### config.mk
export PLATFORM = sky130hd
export DESIGN_NAME = wb_interconnect
export DESIGN_NICKNAME = d
export VERILOG_FILES = /design/src/source/wb_ic_pkg.sv /design/src/source/wb_arb.sv /design/src/source/wb_interconnect.sv /design/src/source/wb_master_mux.sv /design/src/source/wb_slave_mux.sv /design/src/source/wb_stagging.sv
export VERILOG_INCLUDE_DIRS = /design/src /design/src/source
export SDC_FILE = /design/constraint.sdc
export NUM_CORES = 1
export LEC_CHECK = 0
export ABC_AREA = 1
export BUFFER_PORTS_ARGS = -buffer_cell sky130_fd_sc_hd__buf_2
export CORE_AREA = 2 2 282 284
export CTS_CLUSTER_DIAMETER = 100
export DETAILED_ROUTE_END_ITERATION = 8
export DIE_AREA = 0 0 284 286
export GPL_TIMING_DRIVEN = 0
export PLACE_DENSITY = 0.44
export REMOVE_ABC_BUFFERS = 1
export SKIP_CTS_REPAIR_TIMING = 1
export SYNTH_ARGS = -nofsm -noshare
export SYNTH_HDL_FRONTEND = slang
export SYNTH_SLANG_ARGS = --single-unit
### constraint.sdc
create_clock -name clk_i -period 2.7 [get_ports clk_i]
set_input_delay 0.405 -clock clk_i [delete_from_list [all_inputs] [get_ports clk_i]]
set_output_delay 0.405 -clock clk_i [all_outputs]
set_load 0.01 [all_outputs]
### src/source/wb_ic_macros.svh
// Wishbone interconnect macros for bus widths, port counts and the fixed address map
`ifndef WB_IC_MACROS_SVH
`define WB_IC_MACROS_SVH

// ----------------------------------------------------------------------
// Bus widths
// ----------------------------------------------------------------------
`define WB_DW        32
`define WB_AW        32
`define WB_SW        4

// Port counts
`define WB_NUM_M     3
`define WB_NUM_S     4

// Target id and grant widths
`define WB_TID_W     2
`define WB_GNT_W     2

// ----------------------------------------------------------------------
// Address map
// ----------------------------------------------------------------------
// Two decode views of one address word
`define WB_RGN_W     4
`define WB_PAGE_W    16

// Top nibble regions
`define WB_RGN_FLASH  4'h0
`define WB_RGN_SPIREG 4'h1
`define WB_RGN_SDRAM  4'h2

// 64 KB pages inside region 3
`define WB_PAGE_GLBL  16'h3000
`define WB_PAGE_UART  16'h3001

// Register slaves only decode the low byte
`define WB_SHORT_AW  8

`endif

### src/source/wb_ic_pkg.sv
// Wishbone interconnect types for requests, responses, target ids and address decode
`include "wb_ic_macros.svh"

package wb_ic_pkg;

  // --------------------------------------------------------------------
  // Target slave index
  // --------------------------------------------------------------------
  typedef logic [`WB_TID_W-1:0] wb_tid_t;

  // --------------------------------------------------------------------
  // Address word with region and page views
  // --------------------------------------------------------------------
  // Region view splits off the top nibble
  typedef struct packed {
    logic [`WB_RGN_W-1:0]        rgn;
    logic [`WB_AW-`WB_RGN_W-1:0] off;
  } wb_adr_rgn_t;

  // Page view splits off the upper half word
  typedef struct packed {
    logic [`WB_PAGE_W-1:0]        page;
    logic [`WB_AW-`WB_PAGE_W-1:0] off;
  } wb_adr_page_t;

  // Same 32 bits read both ways by the decoder
  typedef union packed {
    wb_adr_rgn_t  rgn_v;
    wb_adr_page_t page_v;
  } wb_addr_u;

  // --------------------------------------------------------------------
  // Bus payloads
  // --------------------------------------------------------------------
  // Master to slave direction
  typedef struct packed {
    logic [`WB_DW-1:0] dat;
    logic [`WB_AW-1:0] adr;
    logic [`WB_SW-1:0] sel;
    logic              we;
    logic              cyc;
    logic              stb;
  } wb_req_t;

  // Request tagged with its decoded target
  typedef struct packed {
    wb_req_t req;
    wb_tid_t tid;
  } wb_treq_t;

  // Slave to master direction
  typedef struct packed {
    logic [`WB_DW-1:0] dat;
    logic              ack;
  } wb_rsp_t;

endpackage

### src/source/wb_arb.sv
// Round-robin arbiter granting the shared bus to one of the masters
`timescale 1ns/10ps
`include "wb_ic_macros.svh"

module wb_arb (
  input  logic                 clk_i,
  input  logic                 arst_n_i,
  input  logic [`WB_NUM_M-1:0] req_i,
  output logic [`WB_GNT_W-1:0] gnt_o
);

  // Current and next grant
  logic [`WB_GNT_W-1:0] gnt_q;
  logic [`WB_GNT_W-1:0] gnt_nxt;

  // ----------------------------------------------------------------------
  // Next grant
  // ----------------------------------------------------------------------
  // Holder keeps the bus while its request stays high
  // Once it falls search the others in rotation order after the holder
  // Loop runs from the farthest to the nearest so the nearest wins
  always_comb begin
    int idx;
    gnt_nxt = gnt_q;
    idx     = 0;
    if (!req_i[gnt_q]) begin
      for (int k = `WB_NUM_M - 1; k > 0; k--) begin
        idx = (gnt_q + k) % `WB_NUM_M;
        if (req_i[idx]) begin
          gnt_nxt = idx[`WB_GNT_W-1:0];
        end
      end
    end
    // No requester at all leaves the grant where it is
  end

  // ----------------------------------------------------------------------
  // Grant register
  // ----------------------------------------------------------------------
  // Starts at master 0 out of reset
  always_ff @(posedge clk_i or negedge arst_n_i) begin
    if (!arst_n_i) begin
      gnt_q <= '0;
    end else begin
      gnt_q <= gnt_nxt;
    end
  end

  // Registered grant goes straight out
  assign gnt_o = gnt_q;

endmodule

### src/source/wb_interconnect.sv
// Shared bus Wishbone interconnect joining three masters to four slaves
`timescale 1ns/10ps
`include "wb_ic_macros.svh"

module wb_interconnect (
  input  logic               clk_i,
  input  logic               arst_n_i,

  // Masters
  // m0 external host
  // m1 RISC instruction port
  // m2 RISC data port
  input  wb_ic_pkg::wb_req_t m_req_i [`WB_NUM_M],
  output wb_ic_pkg::wb_rsp_t m_rsp_o [`WB_NUM_M],

  // Slaves
  // s0 SPI flash and registers
  // s1 SDRAM
  // s2 global registers
  // s3 UART
  output wb_ic_pkg::wb_req_t s_req_o [`WB_NUM_S],
  input  wb_ic_pkg::wb_rsp_t s_rsp_i [`WB_NUM_S]
);

  // ----------------------------------------------------------------------
  // Internal buses
  // ----------------------------------------------------------------------
  // Pending requests toward the arbiter
  logic [`WB_NUM_M-1:0] req_vec;
  // Registered grant
  logic [`WB_GNT_W-1:0] gnt;

  // Master side of the staging stage
  wb_ic_pkg::wb_treq_t  mbus_req;
  wb_ic_pkg::wb_rsp_t   mbus_rsp;

  // Slave side of the staging stage
  wb_ic_pkg::wb_treq_t  sbus_req;
  wb_ic_pkg::wb_rsp_t   sbus_rsp;

  // ----------------------------------------------------------------------
  // Arbiter
  // ----------------------------------------------------------------------
  wb_arb u_wb_arb (
    .clk_i    (clk_i),
    .arst_n_i (arst_n_i),
    .req_i    (req_vec),
    .gnt_o    (gnt)
  );

  // ----------------------------------------------------------------------
  // Master side
  // ----------------------------------------------------------------------
  // Decode and select the granted master
  wb_master_mux u_wb_master_mux (
    .m_req_i    (m_req_i),
    .m_rsp_o    (m_rsp_o),
    .gnt_i      (gnt),
    .req_vec_o  (req_vec),
    .mbus_req_o (mbus_req),
    .mbus_rsp_i (mbus_rsp)
  );

  // ----------------------------------------------------------------------
  // Staging stage
  // ----------------------------------------------------------------------
  // Breaks both the request and response timing paths
  wb_stagging u_m_wb_stage (
    .clk_i      (clk_i),
    .arst_n_i   (arst_n_i),
    .mbus_req_i (mbus_req),
    .mbus_rsp_o (mbus_rsp),
    .sbus_req_o (sbus_req),
    .sbus_rsp_i (sbus_rsp)
  );

  // ----------------------------------------------------------------------
  // Slave side
  // ----------------------------------------------------------------------
  // Route by target id and trim addresses
  wb_slave_mux u_wb_slave_mux (
    .sbus_req_i (sbus_req),
    .sbus_rsp_o (sbus_rsp),
    .s_req_o    (s_req_o),
    .s_rsp_i    (s_rsp_i)
  );

endmodule

### src/source/wb_master_mux.sv
// Master side mux with address decode, grant-based request select and response return
`timescale 1ns/10ps
`include "wb_ic_macros.svh"

module wb_master_mux (
  input  wb_ic_pkg::wb_req_t   m_req_i [`WB_NUM_M],
  output wb_ic_pkg::wb_rsp_t   m_rsp_o [`WB_NUM_M],
  input  logic [`WB_GNT_W-1:0] gnt_i,
  output logic [`WB_NUM_M-1:0] req_vec_o,
  output wb_ic_pkg::wb_treq_t  mbus_req_o,
  input  wb_ic_pkg::wb_rsp_t   mbus_rsp_i
);

  // Tagged and aligned request per master
  wb_ic_pkg::wb_treq_t m_treq [`WB_NUM_M];

  // ----------------------------------------------------------------------
  // Address decode
  // ----------------------------------------------------------------------
  // 0x0xxx_xxxx and 0x1xxx_xxxx   flash and SPI registers on slave 0
  // 0x2xxx_xxxx                   SDRAM on slave 1
  // 0x3000_xxxx                   global registers on slave 2
  // 0x3001_xxxx                   UART on slave 3
  // Anything else falls back to slave 0
  always_comb begin
    wb_ic_pkg::wb_addr_u adr_u;
    adr_u = '0;
    for (int m = 0; m < `WB_NUM_M; m++) begin
      adr_u = m_req_i[m].adr;

      // Region view first then page view
      if ((adr_u.rgn_v.rgn == `WB_RGN_FLASH) || (adr_u.rgn_v.rgn == `WB_RGN_SPIREG)) begin
        m_treq[m].tid = wb_ic_pkg::wb_tid_t'(0);
      end else if (adr_u.rgn_v.rgn == `WB_RGN_SDRAM) begin
        m_treq[m].tid = wb_ic_pkg::wb_tid_t'(1);
      end else if (adr_u.page_v.page == `WB_PAGE_GLBL) begin
        m_treq[m].tid = wb_ic_pkg::wb_tid_t'(2);
      end else if (adr_u.page_v.page == `WB_PAGE_UART) begin
        m_treq[m].tid = wb_ic_pkg::wb_tid_t'(3);
      end else begin
        m_treq[m].tid = wb_ic_pkg::wb_tid_t'(0);
      end

      // Payload passes as is
      m_treq[m].req     = m_req_i[m];
      // Word aligned address
      m_treq[m].req.adr = {m_req_i[m].adr[`WB_AW-1:2], 2'b00};
    end
  end

  // ----------------------------------------------------------------------
  // Request select
  // ----------------------------------------------------------------------
  // Granted master drives the shared bus
  always_comb begin
    mbus_req_o = m_treq[0];
    for (int m = 0; m < `WB_NUM_M; m++) begin
      if (gnt_i == m) begin
        mbus_req_o = m_treq[m];
      end
    end
  end

  // ----------------------------------------------------------------------
  // Response return and request vector
  // ----------------------------------------------------------------------
  // Only the granted master sees data and ack
  // A master stops requesting in the cycle its ack comes back
  always_comb begin
    for (int m = 0; m < `WB_NUM_M; m++) begin
      m_rsp_o[m]   = (gnt_i == m) ? mbus_rsp_i : '0;
      req_vec_o[m] = m_req_i[m].stb & ~m_rsp_o[m].ack;
    end
  end

endmodule

### src/source/wb_slave_mux.sv
// Slave side mux routing the staged request by target id with address trimming
`timescale 1ns/10ps
`include "wb_ic_macros.svh"

module wb_slave_mux (
  input  wb_ic_pkg::wb_treq_t sbus_req_i,
  output wb_ic_pkg::wb_rsp_t  sbus_rsp_o,
  output wb_ic_pkg::wb_req_t  s_req_o [`WB_NUM_S],
  input  wb_ic_pkg::wb_rsp_t  s_rsp_i [`WB_NUM_S]
);

  // ----------------------------------------------------------------------
  // Address trimming per slave
  // ----------------------------------------------------------------------
  // Slave 0 takes the full address
  // Slave 1 drops the region nibble
  // Slaves 2 and 3 keep the low byte only
  function automatic logic [`WB_AW-1:0] trim_adr(input int sidx,
                                                 input logic [`WB_AW-1:0] adr);
    logic [`WB_AW-1:0] res;
    res = adr;
    case (sidx)
      1: begin
        res = {{`WB_RGN_W{1'b0}}, adr[`WB_AW-`WB_RGN_W-1:0]};
      end
      2, 3: begin
        res = {{(`WB_AW-`WB_SHORT_AW){1'b0}}, adr[`WB_SHORT_AW-1:0]};
      end
      default: begin
        res = adr;
      end
    endcase
    return res;
  endfunction

  // ----------------------------------------------------------------------
  // Request routing
  // ----------------------------------------------------------------------
  // Target gets the request and every other slave sees all zero
  always_comb begin
    for (int s = 0; s < `WB_NUM_S; s++) begin
      s_req_o[s] = '0;
      if (sbus_req_i.tid == s) begin
        s_req_o[s]     = sbus_req_i.req;
        s_req_o[s].adr = trim_adr(s, sbus_req_i.req.adr);
      end
    end
  end

  // ----------------------------------------------------------------------
  // Response select
  // ----------------------------------------------------------------------
  // tid covers exactly the slave range
  always_comb begin
    sbus_rsp_o = s_rsp_i[0];
    for (int s = 0; s < `WB_NUM_S; s++) begin
      if (sbus_req_i.tid == s) begin
        sbus_rsp_o = s_rsp_i[s];
      end
    end
  end

endmodule

### src/source/wb_stagging.sv
// Staging register holding one Wishbone transfer between master and slave sides
`timescale 1ns/10ps
`include "wb_ic_macros.svh"

module wb_stagging (
  input  logic                clk_i,
  input  logic                arst_n_i,
  input  wb_ic_pkg::wb_treq_t mbus_req_i,
  output wb_ic_pkg::wb_rsp_t  mbus_rsp_o,
  output wb_ic_pkg::wb_treq_t sbus_req_o,
  input  wb_ic_pkg::wb_rsp_t  sbus_rsp_i
);

  // ----------------------------------------------------------------------
  // State
  // ----------------------------------------------------------------------
  // Transfer in flight on the slave side
  logic                busy_q;
  // Captured request fields
  wb_ic_pkg::wb_treq_t req_q;
  // Returned response toward the master side
  logic                ack_q;
  logic [`WB_DW-1:0]   dat_q;

  // Capture and completion strobes
  logic                capture;
  logic                done;

  // Idle and master strobing
  // Not while our own ack is out since the master still holds stb then
  assign capture = ~busy_q & mbus_req_i.req.stb & ~ack_q;

  // Slave acked the staged request
  assign done    = busy_q & sbus_rsp_i.ack;

  // ----------------------------------------------------------------------
  // Control
  // ----------------------------------------------------------------------
  always_ff @(posedge clk_i or negedge arst_n_i) begin
    if (!arst_n_i) begin
      busy_q <= 1'b0;
      ack_q  <= 1'b0;
    end else begin
      if (capture) begin
        busy_q <= 1'b1;
      end else if (done) begin
        busy_q <= 1'b0;
      end
      // One cycle pulse one cycle after the slave ack
      ack_q <= done;
    end
  end

  // ----------------------------------------------------------------------
  // Payload
  // ----------------------------------------------------------------------
  // Request held stable through slave back-pressure
  always_ff @(posedge clk_i) begin
    if (capture) begin
      req_q <= mbus_req_i;
    end
  end

  // Read data latched with the ack
  always_ff @(posedge clk_i) begin
    if (done) begin
      dat_q <= sbus_rsp_i.dat;
    end
  end

  // ----------------------------------------------------------------------
  // Outputs
  // ----------------------------------------------------------------------
  // Slave side stb and cyc follow the busy flag
  always_comb begin
    sbus_req_o         = req_q;
    sbus_req_o.req.stb = busy_q;
    sbus_req_o.req.cyc = busy_q;
  end

  // Master side response
  always_comb begin
    mbus_rsp_o.dat = dat_q;
    mbus_rsp_o.ack = ack_q;
  end

endmodule

* Word-level counts from Yosys, hierarchy flattened
Cells that the tools add are included.
Word-level totals: flip-flop bits (word level) 107, input port bits 347, output and inout port bits 383, word-level logic and storage cells 93
Operators by class: add/sub/neg operators 2, divide/modulo/power cells 2, magnitude comparators 3, equality and inequality tests 17, multiplexer cells 36, bitwise gates (word level) 12, reduce and logical (&&, ||, !) cells 11
Operators by type and width (count):
- $mux W71 | 4
- $mux W33 | 6
- $mux W73 | 2
- $eq A16 B14 Y1 const B | 6
- $lt A32 B4 Y1 const B | 2
- $mod A32 B2 Y32 const B | 2
- $mux W2 | 14
- $eq A4 B1 Y1 const B | 3
- $eq A4 B2 Y1 const B | 3
- $logic_not A4 Y1 | 3
- $mux W1 | 7
- $and A1 B1 Y1 | 6
- $bmux W1 S2 | 3
- $eq A2 B2 Y1 const B | 3
- $not A1 Y1 | 6
- $eq A2 B1 Y1 const B | 2
- $logic_not A2 Y1 | 2
- $reduce_bool A2 Y1 | 2
- $add A2 B1 Y3 const B | 1
- $add A2 B2 Y3 const B | 1
- $logic_or A1 B1 Y1 | 3
- $lt A2 B3 Y1 const B | 1
- $reduce_and A2 Y1 | 1

* Logic depth before layout (Yosys ltp)
word-level depth 10, gate-level depth with buffers 12, mapped depth without buffers 11

* Hierarchy
Synthesis repeated with hierarchy kept, for this count alone.
Unflattened totals: cell total of the unflattened synthesis 1378, area, all modules 8628.3 um^2
Modules (own cells, without submodules):
- wb_stagging | instances 1, cells an instance 117, area an instance 3208.1 um^2, sequential area each 3143.0 um^2
- wb_slave_mux | instances 1, cells an instance 675, area an instance 2889.0 um^2, sequential area each 0.0 um^2
- wb_master_mux | instances 1, cells an instance 549, area an instance 2304.7 um^2, sequential area each 0.0 um^2
- wb_arb | instances 1, cells an instance 37, area an instance 226.5 um^2, sequential area each 50.0 um^2

* Worst setup path after synthesis
No wires, ideal clock.
kind flip-flop to flip-flop, start point register u_wb_arb.gnt_q[0] (netlist: u_wb_arb.gnt_o[0]), end point register u_m_wb_stage.req_q, in the netlist u_m_wb_stage.sbus_req_o[0] (enable), setup time 423 ps, arrival 2546 ps, data required time 2277 ps, slack -269 ps, cell stages (with the launch flop) 7, buffers on the path 1, period minus slack after synthesis 2969 ps, cell sequence dfrtp_1 -> inv_1 -> ha_1 -> buf_2 -> a211oi_1 -> o21ai_0 -> inv_1
Between the ends: longest elaborated chain between the ends 5, elaborated cells on any way between the ends 6, those cells by class 2 x eq/ne; 2 x mux; 2 x bitwise
Ends and longest elaborated chain:
- from (decl) | line wb_arb.sv:13 | logic [`WB_GNT_W-1:0] gnt_q;
- from (signal assigned) | line wb_arb.sv:45 | gnt_q <= gnt_nxt;
- $eq A2 B1 Y1 | line wb_master_mux.sv:58 | if (gnt_i == m) begin
- $mux W73 | line wb_master_mux.sv:58
- $mux W73 * | line wb_master_mux.sv:58
- $and A1 B1 Y1 * (2 in a row) | line wb_stagging.sv:31 | assign capture = ~busy_q & mbus_req_i.req.stb & ~ack_q;
- named net u_m_wb_stage.capture | line wb_stagging.sv:26 | logic capture;
- to (signal assigned) | line wb_stagging.sv:60 | req_q <= mbus_req_i;
- to (decl) | line wb_stagging.sv:20 | wb_ic_pkg::wb_treq_t req_q;
The timed path passes the listed nets; every way through them passes the cells marked *. A chain may end at the register's enable or synchronous reset.

==> flow_summary.json <==
{
  "status": "complete, no violations",
  "grt_overflow": 0,
  "drcViolationCount": 0,
  "place_inst": 2974,
  "end_kind": "flip-flop",
  "gp_congestion": 0.836,
  "relSlewSlack": 0.592,
  "grt_pass1_wl_um": 67900,
  "synth_cells": 1346,
  "dp_hpwl_um": 38900,
  "tightest_slew_ns": 0.612,
  "crit_required_ns": 2.84,
  "fmax_mhz": 380,
  "skew_ns": 0.0247,
  "antenna_found_initial": 17,
  "core_um2": 78400,
  "vias": 10800,
  "fin_cells": 3022,
  "std_cell_rows": 103,
  "yosysSeqAreaShare": 0.366,
  "hold_viol_final": 0,
  "start_kind": "flip-flop",
  "ys_warn_count": 0,
  "portBuffers": 660,
  "grt_max_degree": 70,
  "worstPathMaxFanout": 51,
  "io-pin-count": 730,
  "ys.flop_type": "edfxtp_1",
  "cts_sinks": 105,
  "track_usage": 0.115,
  "cts_max_level": 3,
  "clk_pin_slew_ns": 0.09,
  "ant_nets": 0,
  "worstSkewPairLatency_ns": 0.40,
  "worst_ep_arrival_time_ns": 2.77,
  "async_reset_ff_frac": 0.0381,
  "nets": 2313,
  "avgSynthCellArea_um2": 6.36,
  "setup_viol": 0,
  "slew_viol_final": 0,
  "wl_per_cell_um": 17.6,
  "hp-class": "in -> reg",
  "first_iter_violations": 448,
  "finalPower_uw": 14500,
  "layout_min_cycle_time_ns": 2.63,
  "post-place-ws_ns": -1.08,
  "topRoutingLayerUsed": "met5",
  "wl_met1_um": 21200,
  "clock-root-buffer": "clkbuf_16",
  "met2_length_um": 26000,
  "routed_via_density": 3.58,
  "initial_core_util": 0.109,
  "synth_edf_count": 101,
  "totalWireLength_um": 53000,
  "peakVddDrop_mv": 0.498,
  "cts_buffers": 9,
  "cts_buffer_depth": 2,
  "maxCapViolCount": 0,
  "ys_ff_latch": 105,
  "dr.pass1.iters": 5,
  "wl_met3_um": 3910,
  "pwr_density_cell_nw_per_um2": 1070,
  "worstSetupPathType": "reg -> reg",
  "tritoncts": "built",
  "synthDistinctLibCells": 24,
  "p_leak_uw": 0.00780,
  "floorplan.die.width_um": 284,
  "grt_pass1_vias": 9922,
  "fp.dieArea_um2": 81200,
  "die_h_um": 286,
  "synth_area_um2": 8560,
  "drive_above_1_share": 0.369,
  "timing.final.ws_setup_ns": 0.0692,
  "finalCritPeriodShare": 0.974,
  "area_growth_syn_to_layout_pct": 58.7
}
-- cells in the mapped netlist (2+ instances only) --
cell | count | area [um^2]
a22oi_1 | 6 | 45.0
buf_4 | 66 | 495
inv_1 | 191 | 717
nand4_1 | 2 | 12.5
nor2_1 | 303 | 1140
nand2_2 | 3 | 18.8
dfrtp_1 | 4 | 100
clkbuf_1 | 26 | 97.6
buf_1 | 6 | 22.5
nor3_1 | 2 | 10.0
a21oi_1 | 129 | 646
ha_1 | 5 | 62.6
edfxtp_1 | 101 | 3030
nand3b_1 | 2 | 15.0
nand3_1 | 83 | 415
o21ai_1 | 60 | 300
buf_2 | 53 | 265
nand2_1 | 281 | 1050
inv_2 | 4 | 15.0
o21ai_0 | 15 | 75.1
-- logic make-up (layout without fill, tap and decap cells) --
group,Yosys count,count (layout),share of synthesized area
adders and majority gates,5,5,0.00731
AOI/OAI and AO/OA,213,213,0.127
other,1,67,0.000438
and+or+nand+nor,676,678,0.311
buffers and inverters,346,904,0.188
DFF,105,105,0.366
-- registers in the layout, indices dropped and copies added, names as in the netlist --
signal,count
u_m_wb_stage.busy_q,1
u_wb_arb.gnt_o,2
u_m_wb_stage.ack_q,1
u_m_wb_stage.sbus_req_o,69
u_m_wb_stage.dat_q,32
-- routing by layer --
metal  GRT usage  vias to the layer above
li1            -                     5299
met1       0.133                     4879
met2       0.196                      555
met3      0.0360                       76
met4      0.0470                        8
met5           0                        -
-- power by group --
group | leakage [uW] | internal [uW] | total, uW | switching, uW
logic | 0.00666 | 3230 | 9580 | 6350
registers | 0.000993 | 2960 | 3380 | 423
clock network | 0.000144 | 736 | 1560 | 825
-- final cells by class --
cell class | count | area [um^2]
clock inverters | 6 | 75.1
repair buffers | 694 | 3870
diodes | 7 | 17.5
inverters | 195 | 781
well taps | 1050 | 1310
multi-input cells | 956 | 4170
fillers | 9151 | 64800
flip-flops and latches | 105 | 3130
clock buffers | 9 | 225
-- cell usage in the layout, fill, tap and decap left out, types with 3 or more instances in the layout --
| cell type | n |
|---|---|
| o21ai_0 | 15 |
| diode_2 | 7 |
| a21oi_1 | 128 |
| buf_16 | 8 |
| clkbuf_16 | 13 |
| conb_1 | 60 |
| inv_1 | 189 |
| a22oi_1 | 6 |
| buf_4 | 14 |
| dfrtp_1 | 3 |
| nor2_1 | 303 |
| buf_2 | 660 |
| inv_6 | 3 |
| nand3_1 | 83 |
| ha_4 | 3 |
| nand2_1 | 280 |
| edfxtp_1 | 101 |
| o21ai_1 | 60 |
| nand2_8 | 4 |
| buf_12 | 6 |
-- critical path, stage by stage, from the launching register on --
cell	delay [ns]
dfrtp_1	0.48
inv_1	0.18
ha_4	0.23
buf_16	0.17
inv_4	0.37
buf_16	0.27
nand2_1	0.08
a21oi_1	0.42
-- through the flow --
stage	cell area, um^2	TNS [ns]	hold slack, ns	util
after floorplan	7900	-339.41	0.109	-
after global placement	12500	-1638.49	0.220	0.160
after detailed placement	12800	-77.55	0.227	0.164
after CTS	13200	-144.52	-0.235	0.168
after global routing	13600	-0.00406	0.265	0.173
final	13600	0	0.296	0.173
-- final timing paths --
check	start	endpoint	slack, ns	cells past startpoint
setup / recovery	u_wb_arb.gnt_o[1]	u_m_wb_stage.sbus_req_o[72]	0.07	7
hold / removal	s_rsp_i[12]	u_m_wb_stage.dat_q[11]	0.30	3
setup reg to reg	u_wb_arb.gnt_o[1]	u_m_wb_stage.sbus_req_o[72]	0.07	7
hold reg to reg	u_m_wb_stage.busy_q	u_m_wb_stage.busy_q	0.54	2
max in group asynchronous	arst_n_i	u_wb_arb.gnt_o[0]	2.20	2
min in group asynchronous	arst_n_i	u_m_wb_stage.ack_q	0.36	2
Note: power is estimated with default switching activity, not from simulation.
